<file path="config.mk">
export PLATFORM = sky130hd
export DESIGN_NAME = decode_pipe_top
export DESIGN_NICKNAME = d
export VERILOG_FILES = /design/src/rv32i_types.sv /design/src/control_rom.sv /design/src/decode.sv /design/src/decode_pipe_top.sv /design/src/execute.sv /design/src/regfile.sv /design/src/stage_fifo.sv
export SDC_FILE = /design/constraint.sdc
export NUM_CORES = 2
export LEC_CHECK = 0
export BUFFER_PORTS_ARGS = -buffer_cell sky130_fd_sc_hd__buf_4
export CORE_MARGIN = 3
export CORE_UTILIZATION = 50
export DETAILED_ROUTE_END_ITERATION = 16
export GPL_TIMING_DRIVEN = 0
export PLACE_DENSITY = 0.68
export SLEW_MARGIN = 20
export SYNTH_ARGS = -nofsm -noshare
export SYNTH_HDL_FRONTEND = slang
export SYNTH_SLANG_ARGS = --single-unit
</file>
<file path="constraint.sdc">
create_clock -name clk -period 5.44 [get_ports clk]
set_input_delay 0.544 -clock clk [delete_from_list [all_inputs] [get_ports clk]]
set_output_delay 0.544 -clock clk [all_outputs]
set_load 0.02 [all_outputs]
</file>
<file path="src/rv32i_types.sv">
package rv32i_types;

typedef logic [31:0] rv32i_word;    // data word or pc
typedef logic [4:0]  reg_idx;       // architectural register number
typedef logic [6:0]  rv32i_opcode;  // instr[6:0]
typedef logic [3:0]  alu_op;        // execute operation select
typedef logic        opa_sel;       // operand a source
typedef logic        opb_sel;       // operand b source

// major opcodes handled by this pipe
localparam rv32i_opcode op_lui   = 7'b0110111; // rd = u-imm
localparam rv32i_opcode op_auipc = 7'b0010111; // rd = pc + u-imm
localparam rv32i_opcode op_imm   = 7'b0010011; // reg-imm arithmetic
localparam rv32i_opcode op_reg   = 7'b0110011; // reg-reg arithmetic

// alu encoding is {funct7[5], funct3} of the matching OP instruction
localparam alu_op alu_add  = 4'b0000;
localparam alu_op alu_sll  = 4'b0001;
localparam alu_op alu_slt  = 4'b0010;
localparam alu_op alu_sltu = 4'b0011;
localparam alu_op alu_xor  = 4'b0100;
localparam alu_op alu_srl  = 4'b0101;
localparam alu_op alu_or   = 4'b0110;
localparam alu_op alu_and  = 4'b0111;
localparam alu_op alu_sub  = 4'b1000; // funct7 alternate of add
localparam alu_op alu_sra  = 4'b1101; // funct7 alternate of srl

localparam opa_sel opa_rs1 = 1'b0; // register value, x0 for lui
localparam opa_sel opa_pc  = 1'b1; // auipc only

localparam opb_sel opb_rs2 = 1'b0; // OP
localparam opb_sel opb_imm = 1'b1; // OP-IMM, lui, auipc

endpackage : rv32i_types

</file>
<file path="src/control_rom.sv">
`timescale 1ns/1ps

module control_rom
(
	input rv32i_types::rv32i_opcode opcode,
	input logic [2:0] funct3,
	input logic [6:0] funct7,
	output rv32i_types::alu_op alu,
	output rv32i_types::opa_sel opa,
	output rv32i_types::opb_sel opb,
	output logic wb_en,
	output logic illegal
);

localparam logic [6:0] f7_base = 7'b0000000; // add, srl and friends
localparam logic [6:0] f7_alt  = 7'b0100000; // sub, sra

// funct3 to operation for the base funct7 encoding
function automatic rv32i_types::alu_op base_alu(input logic [2:0] f3);
	case (f3)
		3'b000:  base_alu = rv32i_types::alu_add;
		3'b001:  base_alu = rv32i_types::alu_sll;
		3'b010:  base_alu = rv32i_types::alu_slt;
		3'b011:  base_alu = rv32i_types::alu_sltu;
		3'b100:  base_alu = rv32i_types::alu_xor;
		3'b101:  base_alu = rv32i_types::alu_srl;
		3'b110:  base_alu = rv32i_types::alu_or;
		default: base_alu = rv32i_types::alu_and;
	endcase
endfunction

always_comb begin
	alu = rv32i_types::alu_add;     // defaults cover lui and auipc
	opa = rv32i_types::opa_rs1;
	opb = rv32i_types::opb_rs2;
	wb_en = 1'b0;
	illegal = 1'b0;
	case (opcode)
		rv32i_types::op_lui: begin
			opb = rv32i_types::opb_imm; // x0 + u-imm
			wb_en = 1'b1;
		end
		rv32i_types::op_auipc: begin
			opa = rv32i_types::opa_pc;  // pc + u-imm
			opb = rv32i_types::opb_imm;
			wb_en = 1'b1;
		end
		rv32i_types::op_imm: begin
			opb = rv32i_types::opb_imm;
			wb_en = 1'b1;
			alu = base_alu(funct3);
			if (funct3 == 3'b001 && funct7 != f7_base) begin
				illegal = 1'b1;         // slli needs zero upper bits
			end else if (funct3 == 3'b101) begin
				if (funct7 == f7_alt) begin
					alu = rv32i_types::alu_sra; // srai
				end else if (funct7 != f7_base) begin
					illegal = 1'b1;
				end
			end
		end
		rv32i_types::op_reg: begin
			wb_en = 1'b1;
			if (funct7 == f7_base) begin
				alu = base_alu(funct3);
			end else if (funct7 == f7_alt && funct3 == 3'b000) begin
				alu = rv32i_types::alu_sub;
			end else if (funct7 == f7_alt && funct3 == 3'b101) begin
				alu = rv32i_types::alu_sra;
			end else begin
				illegal = 1'b1;             // unknown funct7 / funct3 pair
			end
		end
		default: illegal = 1'b1;        // loads, stores, branches etc.
	endcase
	if (illegal) begin
		wb_en = 1'b0;                   // illegal never writes
	end
end

endmodule : control_rom

</file>
<file path="src/decode.sv">
`timescale 1ns/1ps

module decode
#(
	parameter int FIFO_DEPTH = 4
)
(
	input logic clk,
	input logic rst_n,
	input logic instr_valid,
	output logic instr_ready,
	input rv32i_types::rv32i_word instr,
	input rv32i_types::rv32i_word instr_pc,
	output logic dec_valid,
	input logic dec_ready,
	output rv32i_types::rv32i_word dec_pc,
	output rv32i_types::reg_idx dec_rd,
	output rv32i_types::rv32i_word dec_rs1_val,
	output rv32i_types::rv32i_word dec_rs2_val,
	output rv32i_types::rv32i_word dec_imm,
	output rv32i_types::alu_op dec_alu,
	output rv32i_types::opa_sel dec_opa,
	output rv32i_types::opb_sel dec_opb,
	output logic dec_wb_en,
	output logic dec_illegal,
	input logic wb_we,
	input rv32i_types::reg_idx wb_rd,
	input rv32i_types::rv32i_word wb_data
);

localparam int cnt_w = $clog2(FIFO_DEPTH + 3); // in flight: out reg + fifo + execute

rv32i_types::rv32i_opcode opcode;
rv32i_types::reg_idx rs1, rs2, rd;
logic [2:0] funct3;
logic [6:0] funct7;
rv32i_types::rv32i_word imm_i, imm_u, imm;
rv32i_types::rv32i_word rdata_a, rdata_b, rs1_val, rs2_val;
rv32i_types::alu_op alu;
rv32i_types::opa_sel opa;
rv32i_types::opb_sel opb;
logic wb_en, illegal;
logic [cnt_w-1:0] pend [32];                   // pending writes per register
logic rs1_used, rs2_used, stall_a, stall_b;
logic slot_free, accept, inc, run;

assign opcode = instr[6:0];
assign rd = instr[11:7];
assign funct3 = instr[14:12];
assign rs1 = (opcode == rv32i_types::op_lui) ? '0 : instr[19:15]; // lui adds to x0
assign rs2 = instr[24:20];
assign funct7 = instr[31:25];
assign imm_i = {{20{instr[31]}}, instr[31:20]};  // shamt in low 5 bits
assign imm_u = {instr[31:12], 12'h000};
assign imm = (opcode == rv32i_types::op_lui || opcode == rv32i_types::op_auipc) ? imm_u : imm_i;

control_rom u_rom
(
	.opcode(opcode),
	.funct3(funct3),
	.funct7(funct7),
	.alu(alu),
	.opa(opa),
	.opb(opb),
	.wb_en(wb_en),
	.illegal(illegal)
);

regfile u_rf
(
	.clk(clk),
	.rst_n(rst_n),
	.we(wb_we),                                  // from execute writeback
	.waddr(wb_rd),
	.wdata(wb_data),
	.raddr_a(rs1),
	.raddr_b(rs2),
	.rdata_a(rdata_a),
	.rdata_b(rdata_b)
);

assign rs1_val = (wb_we && wb_rd == rs1) ? wb_data : rdata_a; // same-cycle bypass
assign rs2_val = (wb_we && wb_rd == rs2) ? wb_data : rdata_b;

assign rs1_used = !illegal && opa == rv32i_types::opa_rs1;
assign rs2_used = !illegal && opb == rv32i_types::opb_rs2;
// a retiring last write to the source is fine, bypass covers it
assign stall_a = rs1_used && pend[rs1] != '0 &&
	!(wb_we && wb_rd == rs1 && pend[rs1] == cnt_w'(1));
assign stall_b = rs2_used && pend[rs2] != '0 &&
	!(wb_we && wb_rd == rs2 && pend[rs2] == cnt_w'(1));

assign slot_free = !dec_valid || dec_ready;    // out reg empty or draining
assign instr_ready = run && slot_free && !stall_a && !stall_b;
assign accept = instr_valid && instr_ready;
assign inc = accept && wb_en && rd != '0;      // x0 never retires a write

always_ff @(posedge clk) begin
	if (!rst_n) begin
		run <= 1'b0;                             // holds ready low out of reset
		dec_valid <= 1'b0;
		for (int r = 0; r < 32; r++) begin
			pend[r] <= '0;
		end
	end else begin
		run <= 1'b1;
		if (slot_free) begin
			dec_valid <= accept;
		end
		for (int r = 0; r < 32; r++) begin
			pend[r] <= pend[r] + cnt_w'(inc && rd == rv32i_types::reg_idx'(r))
				- cnt_w'(wb_we && wb_rd == rv32i_types::reg_idx'(r));
		end
	end
end

always_ff @(posedge clk) begin
	if (accept) begin                          // payload, valid qualifies it
		dec_pc <= instr_pc;
		dec_rd <= rd;
		dec_rs1_val <= rs1_val;
		dec_rs2_val <= rs2_val;
		dec_imm <= imm;
		dec_alu <= alu;
		dec_opa <= opa;
		dec_opb <= opb;
		dec_wb_en <= wb_en;
		dec_illegal <= illegal;
	end
end

endmodule : decode

</file>
<file path="src/decode_pipe_top.sv">
`timescale 1ns/1ps

module decode_pipe_top
#(
	parameter int FIFO_DEPTH = 4
)
(
	input logic clk,
	input logic rst_n,
	input logic instr_valid,
	output logic instr_ready,
	input rv32i_types::rv32i_word instr,
	input rv32i_types::rv32i_word instr_pc,
	output logic wb_valid,
	output logic wb_we,
	output rv32i_types::reg_idx wb_rd,
	output rv32i_types::rv32i_word wb_data,
	output rv32i_types::rv32i_word wb_pc,
	output logic wb_illegal
);

logic dec_valid, dec_ready, ex_valid, ex_ready;
rv32i_types::rv32i_word dec_pc, dec_rs1_val, dec_rs2_val, dec_imm;
rv32i_types::rv32i_word ex_pc, ex_rs1_val, ex_rs2_val, ex_imm;
rv32i_types::reg_idx dec_rd, ex_rd;
rv32i_types::alu_op dec_alu, ex_alu;
rv32i_types::opa_sel dec_opa, ex_opa;
rv32i_types::opb_sel dec_opb, ex_opb;
logic dec_wb_en, dec_illegal, ex_wb_en, ex_illegal;

decode #(.FIFO_DEPTH(FIFO_DEPTH)) u_decode
(
	.clk(clk), .rst_n(rst_n),
	.instr_valid(instr_valid), .instr_ready(instr_ready),
	.instr(instr), .instr_pc(instr_pc),
	.dec_valid(dec_valid), .dec_ready(dec_ready),
	.dec_pc(dec_pc), .dec_rd(dec_rd), .dec_rs1_val(dec_rs1_val), .dec_rs2_val(dec_rs2_val),
	.dec_imm(dec_imm), .dec_alu(dec_alu), .dec_opa(dec_opa), .dec_opb(dec_opb),
	.dec_wb_en(dec_wb_en), .dec_illegal(dec_illegal),
	.wb_we(wb_we), .wb_rd(wb_rd), .wb_data(wb_data)   // writeback into the regfile
);

stage_fifo #(.FIFO_DEPTH(FIFO_DEPTH)) u_fifo
(
	.clk(clk), .rst_n(rst_n),
	.in_valid(dec_valid), .in_ready(dec_ready),
	.dec_pc(dec_pc), .dec_rd(dec_rd), .dec_rs1_val(dec_rs1_val), .dec_rs2_val(dec_rs2_val),
	.dec_imm(dec_imm), .dec_alu(dec_alu), .dec_opa(dec_opa), .dec_opb(dec_opb),
	.dec_wb_en(dec_wb_en), .dec_illegal(dec_illegal),
	.out_valid(ex_valid), .out_ready(ex_ready),
	.ex_pc(ex_pc), .ex_rd(ex_rd), .ex_rs1_val(ex_rs1_val), .ex_rs2_val(ex_rs2_val),
	.ex_imm(ex_imm), .ex_alu(ex_alu), .ex_opa(ex_opa), .ex_opb(ex_opb),
	.ex_wb_en(ex_wb_en), .ex_illegal(ex_illegal)
);

execute u_execute
(
	.clk(clk), .rst_n(rst_n),
	.in_valid(ex_valid), .in_ready(ex_ready),
	.ex_pc(ex_pc), .ex_rd(ex_rd), .ex_rs1_val(ex_rs1_val), .ex_rs2_val(ex_rs2_val),
	.ex_imm(ex_imm), .ex_alu(ex_alu), .ex_opa(ex_opa), .ex_opb(ex_opb),
	.ex_wb_en(ex_wb_en), .ex_illegal(ex_illegal),
	.wb_valid(wb_valid), .wb_we(wb_we), .wb_rd(wb_rd),
	.wb_data(wb_data), .wb_pc(wb_pc), .wb_illegal(wb_illegal)  // also top outputs
);

endmodule : decode_pipe_top

</file>
<file path="src/execute.sv">
`timescale 1ns/1ps

module execute
(
	input logic clk,
	input logic rst_n,
	input logic in_valid,
	output logic in_ready,
	input rv32i_types::rv32i_word ex_pc,
	input rv32i_types::reg_idx ex_rd,
	input rv32i_types::rv32i_word ex_rs1_val,
	input rv32i_types::rv32i_word ex_rs2_val,
	input rv32i_types::rv32i_word ex_imm,
	input rv32i_types::alu_op ex_alu,
	input rv32i_types::opa_sel ex_opa,
	input rv32i_types::opb_sel ex_opb,
	input logic ex_wb_en,
	input logic ex_illegal,
	output logic wb_valid,
	output logic wb_we,
	output rv32i_types::reg_idx wb_rd,
	output rv32i_types::rv32i_word wb_data,
	output rv32i_types::rv32i_word wb_pc,
	output logic wb_illegal
);

typedef enum logic {st_idle, st_shift} ex_state_t;

ex_state_t state;
rv32i_types::rv32i_word op_a, op_b, sh_val;
rv32i_types::alu_op sh_op;
logic [4:0] shamt, sh_cnt;                    // remaining bit shifts
logic is_shift, accept, sh_wb_en, we_now;

// single cycle ops, a shift only gets here with a zero amount
function automatic rv32i_types::rv32i_word alu_result(input rv32i_types::alu_op op,
	input rv32i_types::rv32i_word a, input rv32i_types::rv32i_word b);
	case (op)
		rv32i_types::alu_add:  alu_result = a + b;
		rv32i_types::alu_sub:  alu_result = a - b;
		rv32i_types::alu_slt:  alu_result = {31'b0, $signed(a) < $signed(b)};
		rv32i_types::alu_sltu: alu_result = {31'b0, a < b};
		rv32i_types::alu_xor:  alu_result = a ^ b;
		rv32i_types::alu_or:   alu_result = a | b;
		rv32i_types::alu_and:  alu_result = a & b;
		default:               alu_result = a;  // shift by 0
	endcase
endfunction

function automatic rv32i_types::rv32i_word shift_one(input rv32i_types::alu_op op,
	input rv32i_types::rv32i_word v);
	case (op)
		rv32i_types::alu_sll: shift_one = {v[30:0], 1'b0};
		rv32i_types::alu_sra: shift_one = {v[31], v[31:1]}; // sign fill
		default:              shift_one = {1'b0, v[31:1]};
	endcase
endfunction

assign op_a = (ex_opa == rv32i_types::opa_pc) ? ex_pc : ex_rs1_val;
assign op_b = (ex_opb == rv32i_types::opb_imm) ? ex_imm : ex_rs2_val;
assign shamt = op_b[4:0];
assign is_shift = !ex_illegal && shamt != '0 && (ex_alu == rv32i_types::alu_sll ||
	ex_alu == rv32i_types::alu_srl || ex_alu == rv32i_types::alu_sra);
assign in_ready = state == st_idle;           // blocked while shifting
assign accept = in_valid && in_ready;
assign we_now = ex_wb_en && !ex_illegal && ex_rd != '0;

always_ff @(posedge clk) begin
	if (!rst_n) begin
		state <= st_idle;
		wb_valid <= 1'b0;
		wb_we <= 1'b0;
	end else begin
		wb_valid <= 1'b0;                       // pulses only
		wb_we <= 1'b0;
		if (state == st_idle && accept && is_shift) begin
			state <= st_shift;
		end else if (state == st_idle && accept) begin
			wb_valid <= 1'b1;                     // alu result next cycle
			wb_we <= we_now;
		end else if (state == st_shift && sh_cnt == 5'd1) begin
			state <= st_idle;                     // last bit this edge
			wb_valid <= 1'b1;
			wb_we <= sh_wb_en;
		end
	end
end

always_ff @(posedge clk) begin
	if (accept) begin
		sh_val <= op_a;
		sh_cnt <= shamt;
		sh_op <= ex_alu;
		sh_wb_en <= we_now;
		wb_rd <= ex_rd;                         // held through the shift
		wb_pc <= ex_pc;
		wb_illegal <= ex_illegal;
		wb_data <= ex_illegal ? '0 : alu_result(ex_alu, op_a, op_b);
	end else if (state == st_shift) begin
		sh_val <= shift_one(sh_op, sh_val);
		sh_cnt <= sh_cnt - 5'd1;
		wb_data <= shift_one(sh_op, sh_val);    // final value lands with the pulse
	end
end

endmodule : execute

</file>
<file path="src/regfile.sv">
`timescale 1ns/1ps

module regfile
(
	input logic clk,
	input logic rst_n,
	input logic we,
	input rv32i_types::reg_idx waddr,
	input rv32i_types::rv32i_word wdata,
	input rv32i_types::reg_idx raddr_a,
	input rv32i_types::reg_idx raddr_b,
	output rv32i_types::rv32i_word rdata_a,
	output rv32i_types::rv32i_word rdata_b
);

rv32i_types::rv32i_word regs [32];

always_ff @(posedge clk) begin
	if (!rst_n) begin
		for (int r = 0; r < 32; r++) begin
			regs[r] <= '0;                // whole file cleared
		end
	end else if (we && waddr != '0) begin
		regs[waddr] <= wdata;             // x0 stays zero
	end
end

// old value during a write, decode bypasses the new one
assign rdata_a = regs[raddr_a];
assign rdata_b = regs[raddr_b];

endmodule : regfile

</file>
<file path="src/stage_fifo.sv">
`timescale 1ns/1ps

module stage_fifo
#(
	parameter int FIFO_DEPTH = 4
)
(
	input logic clk,
	input logic rst_n,
	input logic in_valid,
	output logic in_ready,
	input rv32i_types::rv32i_word dec_pc,
	input rv32i_types::reg_idx dec_rd,
	input rv32i_types::rv32i_word dec_rs1_val,
	input rv32i_types::rv32i_word dec_rs2_val,
	input rv32i_types::rv32i_word dec_imm,
	input rv32i_types::alu_op dec_alu,
	input rv32i_types::opa_sel dec_opa,
	input rv32i_types::opb_sel dec_opb,
	input logic dec_wb_en,
	input logic dec_illegal,
	output logic out_valid,
	input logic out_ready,
	output rv32i_types::rv32i_word ex_pc,
	output rv32i_types::reg_idx ex_rd,
	output rv32i_types::rv32i_word ex_rs1_val,
	output rv32i_types::rv32i_word ex_rs2_val,
	output rv32i_types::rv32i_word ex_imm,
	output rv32i_types::alu_op ex_alu,
	output rv32i_types::opa_sel ex_opa,
	output rv32i_types::opb_sel ex_opb,
	output logic ex_wb_en,
	output logic ex_illegal
);

localparam int rec_w = 4 * $bits(rv32i_types::rv32i_word) + $bits(rv32i_types::reg_idx)
	+ $bits(rv32i_types::alu_op) + 4;         // + opa, opb, wb_en, illegal
localparam int ptr_w = (FIFO_DEPTH > 1) ? $clog2(FIFO_DEPTH) : 1;
localparam int cnt_w = $clog2(FIFO_DEPTH + 1);

logic [rec_w-1:0] mem [FIFO_DEPTH];
logic [ptr_w-1:0] wr_ptr, rd_ptr;
logic [cnt_w-1:0] count;                     // occupancy
logic push, pop;

assign out_valid = count != '0;
assign in_ready = count != cnt_w'(FIFO_DEPTH) || out_ready; // full but draining is ok
assign push = in_valid && in_ready;
assign pop = out_valid && out_ready;

assign {ex_pc, ex_rd, ex_rs1_val, ex_rs2_val, ex_imm,
	ex_alu, ex_opa, ex_opb, ex_wb_en, ex_illegal} = mem[rd_ptr]; // head of queue

always_ff @(posedge clk) begin
	if (!rst_n) begin
		wr_ptr <= '0;
		rd_ptr <= '0;
		count <= '0;
	end else begin
		if (push) begin
			wr_ptr <= (wr_ptr == ptr_w'(FIFO_DEPTH - 1)) ? '0 : wr_ptr + 1'b1;
		end
		if (pop) begin
			rd_ptr <= (rd_ptr == ptr_w'(FIFO_DEPTH - 1)) ? '0 : rd_ptr + 1'b1;
		end
		count <= count + cnt_w'(push) - cnt_w'(pop);
	end
end

always_ff @(posedge clk) begin
	if (push) begin
		mem[wr_ptr] <= {dec_pc, dec_rd, dec_rs1_val, dec_rs2_val, dec_imm,
			dec_alu, dec_opa, dec_opb, dec_wb_en, dec_illegal};
	end
end

endmodule : stage_fifo

</file>
# Word-level counts from Yosys, hierarchy flattened
# Memories as Yosys holds them, arrays and structs flattened. A register that Yosys moved wholly into a read port is not among the register bits.
# Cells that the tools add are included.
# totals
reg_bits	265
latchBits	0
mem_bits_rw	1684
rom_bits	0
in_bits	67
out_inout_bits	73
word_cells	448
mem_count	3
# memory_table
name	words	width	rd	rd_ports_with_merged_regs	write_ports	line_no	source
u_decode.u_rf.regs	32	32	2	0	32	regfile.sv:16	rv32i_types::rv32i_word regs [32];
u_fifo.mem	4	141	1	1	1	stage_fifo.sv:41	logic [rec_w-1:0] mem [FIFO_DEPTH];
u_decode.pend	32	3	34	0	32	decode.sv:43	logic [cnt_w-1:0] pend [32];
# op_classes
add_sub_neg	71
n_mul	0
n_div	0
order_cmp	2
eq_ne	93
shifts	0
mux	87
bitwise	39
n_reduce_logical	126
# op_table
op	n
$mux W32	9
$pmux W32 S7	1
$eq A5 B5 Y1 const B	32
$add A3 B1 Y3	33
$sub A3 B1 Y3	33
$mux W3	32
$logic_and A1 B1 Y1	93
$eq A5 B4 Y1 const B	16
$lt A32 B32 Y1	2
$pmux W32 S2	1
$eq A5 B3 Y1 const B	8
$add A32 B32 Y32	1
$and A32 B32 Y32	1
$or A1 B1 Y1	32
$or A32 B32 Y32	1
$reduce_or A32 Y1	1
$sub A32 B32 Y32	1
$xor A32 B32 Y32	1
$mux W31	1
$mux W1	26
$mux W4	6
$eq A7 B6 Y1 const B	3
$pmux W3 S7	1
$eq A5 B2 Y1 const B	4
other kinds (34)	79

# Longest topological paths before layout
# depth
word_depth	20
depth_mapped	19
mapped_depth_nobuf	17

# By module
# A second synthesis with hierarchy kept.
# hier_totals
cells_unflattened	7671
hier_area_um2	99766.9
# modules_own_cells
mod	instances	cells_per_inst	area_per_inst_um2	seq_area_each_um2
regfile	1	4609	55715.9	30749.5
stage_fifo	1	789	20781.2	17116.4
decode	1	1021	12289.3	6195.9
execute	1	1221	10747.8	3423.3
control_rom	1	31	232.7	0.0

# Worst setup path after synthesis
# OpenSTA, ideal clock, no wires.
# synth_timing
kind	input port to flip-flop
start	input port instr[20]
end	register u_decode.dec_alu[0] (enable)
setup_time_ps	493
t_arrival_ps	5396
t_required_ps	4947
slack_ps	-449
stages	11
n_path_buf	2
path_cell_list	buf_6 > buf_2 > mux4_2 > mux4_2 > inv_2 > o21ai_1 > a22oi_4 > nand2_1 > a31oi_1 > nand2_1 > inv_1
# synth_via
elab_chain_len	8
elab_cells_between_ends	12
cone_classes	2 x eq/ne; 9 x reduce/logical; 1 x memory
# synth_rtl
item	line_no	source
from (decl)	decode_pipe_top.sv:12	input rv32i_types::rv32i_word instr,
$mem_v2 Z32 W3 or $eq A5 B5 Y1 (tied branches)	--	
$eq A3 B1 Y1 or $logic_and A1 B1 Y1 (tied branches)	decode.sv:91	!(wb_we && wb_rd == rs2 && pend[rs2] == cnt_w'(1));
$logic_and A1 B1 Y1	decode.sv:91	
$logic_not A1 Y1	decode.sv:91	
$logic_and A1 B1 Y1 (*)	decode.sv:90	assign stall_b = rs2_used && pend[rs2] != '0 &&
$logic_not A1 Y1 (*)	decode.sv:94	assign instr_ready = run && slot_free && !stall_a && !stall_b;
$logic_and A1 B1 Y1 (*)	decode.sv:94	
named net instr_ready	decode_pipe_top.sv:11	output logic instr_ready,
$logic_and A1 B1 Y1 (*)	decode.sv:95	assign accept = instr_valid && instr_ready;
named net u_decode.accept	decode.sv:45	logic slot_free, accept, inc, run;
to (signal assigned)	decode.sv:124	dec_alu <= alu;
to (decl)	decode.sv:21	output rv32i_types::alu_op dec_alu,
# Mark *: on every way through the listed nets, which the timed path passes. The rest lies on a longest branch.
# A chain may end at the register's enable or synchronous reset.

# Worst setup path after layout
# layout_timing
start	input port instr[6]
end	register u_decode.dec_rs1_val[8], data pin
# layout_via
elab_chain_len	5
elab_cells_between_ends	6
cone_classes	2 x eq/ne; 2 x mux; 1 x reduce/logical; 1 x memory
# layout_rtl
item	line_no	source
$eq A7 B6 Y1 (*)	decode.sv:50	assign rs1 = (opcode == rv32i_types::op_lui) ? '0 : instr[19:15];
$mux W5 (*)	decode.sv:50	
branches (longest 2 deep; another with $mem_v2 Z32 W32)	--	
$mux W32 (*)	decode.sv:82	assign rs1_val = (wb_we && wb_rd == rs1) ? wb_data : rdata_a;
named net u_decode.rs1_val[8]	decode.sv:38	rv32i_types::rv32i_word rdata_a, rdata_b, rs1_val, rs2_val;
to (signal assigned)	decode.sv:121	dec_rs1_val <= rs1_val;
to (decl)	decode.sv:18	output rv32i_types::rv32i_word dec_rs1_val,
# Mark *: on every way through the listed nets, which the timed path passes.

==> flow_summary_export.csv <==
group,metric,value,unit
outcome,status,"finished with violations",
outcome,violations,"setup timing",
drt,totalWireLength,394.0,mm
grt,grt.overflow.total,0,
job,maxCapViolCount,0,
setup_path,crit_chain,"buf_4, or3b_1, o21ai_1, clkbuf_1, buf_1, clkbuf_1, nand3_1, nand3_1, a311oi_1, a21oi_1, a21oi_1",
floorplanning,ios,140,
setup_path,slowest_stage,"a21oi_1",
clock_tree,root_buffer,"clkbuf_16",
setup_path,critPathCaptureType,"flop",
yosys,syn_inst,7512,
sta,fin_crit,5.472,ns
drt,vias,72980,
floorplanning,die_area,202700,um2
clock_tree,numCtsBuffers,204,
clock_tree,path_clk_slew,0.06,ns
yosys,yosysWarnings,0,
yosys,synth_enable_flop_cells,1841,
yosys,async_reset_ff_share,0,%
drt,avgRoutedWirePerCell,36.15,um
sta,fin_crit_sh,100.6,%
finish,multi_input_area,38900,um2
sta,maxSlewHeadroom,7.335,%
sta,max_clock_freq,0.1828,GHz
grt,grt_max_degree,52,
sta,setup_violations,2,
yosys,synth_cell_types,97,
drt,route.antenna.remaining_nets,0,
power,p_seq_share,36.4,%
grt,grt_pass1_vias,69560,
finish,layout_commonest_cell,"edfxtp_1",
finish,final_util,58.70,%
setup_path,cp_num_buf_inv,4,
setup_path,critPathArrivalTime,6.05,ns
clock_tree,clk_latency,0.92,ns
grt,gr-usage-all-layers,38.19,%
place,io_buffers,134,
finish,layout_common_cells,"1841 x edfxtp_1, 1072 x and2_1, 680 x nand2_1",
grt,antenna_found_initial,32,
yosys,postSynthAreaPerCell,13.13,um2
clock_tree,cts_htree_levels,4,
clock_tree,cts_tree,"built",
setup_path,cp_slowest_stage_delay,1.02,ns
drt,drt-vias-per-instance,6.696,
setup_path,crit_family,"buffers and inverters",
yosys,syn-cell-area,98660,um2
finish,fillCellCount,15570,
floorplanning,die_width,450.2,um
drt,dr.pass1.iters,9,
power,combPwrFrac,36.0,%
sta,tightest_slew,1.390,ns
power,p_per_area,462.3,nW/um2
sta,layout_setup_ws,-0.03156,ns
power,p_int,0.03255,W
place,pre_cts_ws,-2.567,ns
sta,final_hold_viol_count,0,
place,routabilityCongestion,1.036,
floorplanning,rows,162,
worst_hold_path,hold_path_class,"input port to flop",
yosys,synth_seq_cells,1951,
power,p_leak,41.34,nW
sta,final-max-slew-violation-count,0,
power,ir_drop,0.3941,mV
setup_path,start_kind,"input port",
finish,syn_to_final_growth,16.38,%
drt,drcViolationCount,0,
power,p_sw,0.02053,W
setup_path,critical_path_class,"input port to flop",
setup_path,cp.required,6.02,ns
finish,ff_latch_area,57490,um2
grt,grt_pass1_wl,538.4,mm
yosys,ys.flop_type,"edfxtp_1",
floorplanning,coreArea,195600,um2
finish,fin_nets,8335,
clock_tree,cts.sinks,1951,
yosys,ys_seq_area_share,58.27,%
clock_tree,cts_buffer_depth,3,
power,swShare,38.68,%
drt,drt_iter0_drc,12230,
setup_path,critPathMaxFanout,10,
floorplanning,die_y,450.2,um
power,p_clk_share,27.6,%
place,dp.final_hpwl,287.4,mm
sta,clock_skew,0.06526,ns
floorplanning,start_util,50.44,%
finish,drive_gt1_share,17.94,%
==> power groups by stage <==
stage / combinational, W / clock (W) / sequential, W
2_1_floorplan: 0.00980 / 0 / 0.0189
3_3_place_gp: 0.0163 / 0 / 0.0198
3_5_place_dp: 0.0170 / 0 / 0.0195
4_1_cts: 0.0180 / 0.0146 / 0.0192
5_1_grt: 0.0199 / 0.0153 / 0.0193
6_report: 0.0191 / 0.0147 / 0.0193
==> sequential cells by signal (all words and copies together) (netlist names), 2 cells and up, named ones only <==
register,flops
u_decode.dec_rs1_val,32
u_decode.dec_alu,4
u_fifo.mem,564
u_decode.dec_rs2_val,32
u_fifo.wr_ptr,2
u_fifo.count,3
u_fifo.rd_ptr,2
u_decode.dec_rd,5
u_execute.sh_cnt,5
u_decode.u_rf.regs,1024
u_execute.wb_data,32
u_decode.dec_imm,32
u_execute.sh_val,32
u_decode.pend,96
u_decode.dec_pc,32
u_execute.wb_rd,5
u_execute.sh_op,4
u_execute.wb_pc,32
==> synth_stat cells (16+ instances only) <==
library cell  instances  share of area (%)
nand2_1             680                2.6
and2_1             1073                6.8
clkbuf_1            430                1.6
a311oi_1             67               0.59
mux2_2               16               0.18
and3_1               59               0.37
edfxtp_1           1841                 56
buf_2               110               0.56
o21ai_0             227                1.2
a21oi_1             345                1.8
nor2_1              301                1.1
a21o_1               34               0.26
mux2i_1             188                1.9
xor2_1               24               0.21
o211ai_1             25               0.19
xnor2_1              68               0.60
buf_1                83               0.32
o22ai_1              84               0.53
a211oi_1             49               0.37
ha_1                169                2.1
dfxtp_1             110                2.2
mux4_2              544                 12
nand3_1             350                1.8
nor3_1               37               0.19
inv_1               291                1.1
fa_1                 35               0.71
==> metrics by stage <==
stage | area [um2] | total power [W] | hold slack [ns] | std cells | TNS, ns
finish | 114800 | 0.05308 | 0.01332 | 10900 | -0.05594
global placement | 103100 | 0.03610 | 0.4635 | 10300 | -3622.40
CTS | 114200 | 0.05185 | 0.005691 | 10840 | 0
floorplan | 98780 | 0.02874 | 0.4541 | 7544 | 0
global route | 114700 | 0.05452 | 0.009002 | 10870 | -0.01848
detailed placement | 106000 | 0.03652 | 0.4771 | 10410 | -54.32
==> timing repair <==
item / 4_1_cts / 5_1_grt
pin swaps: 6 / 7
hold buffers: 45 / 0
buffers inserted: 13 / 21
cloned: 0 / 2
resized for setup: 160 / 57
hold endpoints to repair: 47 / 0
endpoints found under the setup margin: 29 / 19
==> cell type report <==
cell class / instances / share of cell area, %
Antenna cell: 35 / 0.07628
Buffer: 623 / 2.454
Clock buffer: 251 / 4.733
Clock inverter: 131 / 1.311
Inverter: 296 / 0.9709
Multi-Input combinational cell: 4669 / 33.88
Sequential cell: 1951 / 50.06
Tap cell: 2624 / 2.859
Timing Repair Buffer: 319 / 3.654
==> path summary, 6_finish.rpt <==
kind | to | from | cells past startpoint | slack [ns]
max | u_decode.dec_rs1_val[8] | instr[6] | 11 | -0.03
min | u_decode.dec_imm[14] | instr[14] | 2 | 0.01
max reg2reg | u_execute.wb_data[24] | flop | 18 | 0.13
min reg2reg | u_fifo.mem[1][99] | u_decode.dec_rs1_val[27] | 0 | 0.49
==> cell families (layout without fill, tap and decap cells) <==
| group | count (synthesis) | count (layout) | synth area share (%) |
|---|---|---|---|
| buf+inv | 924 | 1620 | 3.678 |
| simple gates | 2598 | 2598 | 13.59 |
| compound gates | 994 | 994 | 6.281 |
| mux | 748 | 748 | 14.51 |
| fa+ha+maj | 204 | 204 | 2.853 |
| other cells | 1 | 68 | 0.003801 |
| flops | 1951 | 1951 | 58.27 |
| xor+xnor | 92 | 92 | 0.8167 |
==> layer usage <==
metal,global-route usage (%),vias to the layer above,routed length [um]
met2,54.48,6141,166100
met3,13.67,1475,54790
met5,1.515,-,476
li1,-,28950,-
met1,48.51,36400,138300
met4,26.57,12,34300
(Power assumes the default switching activity.)
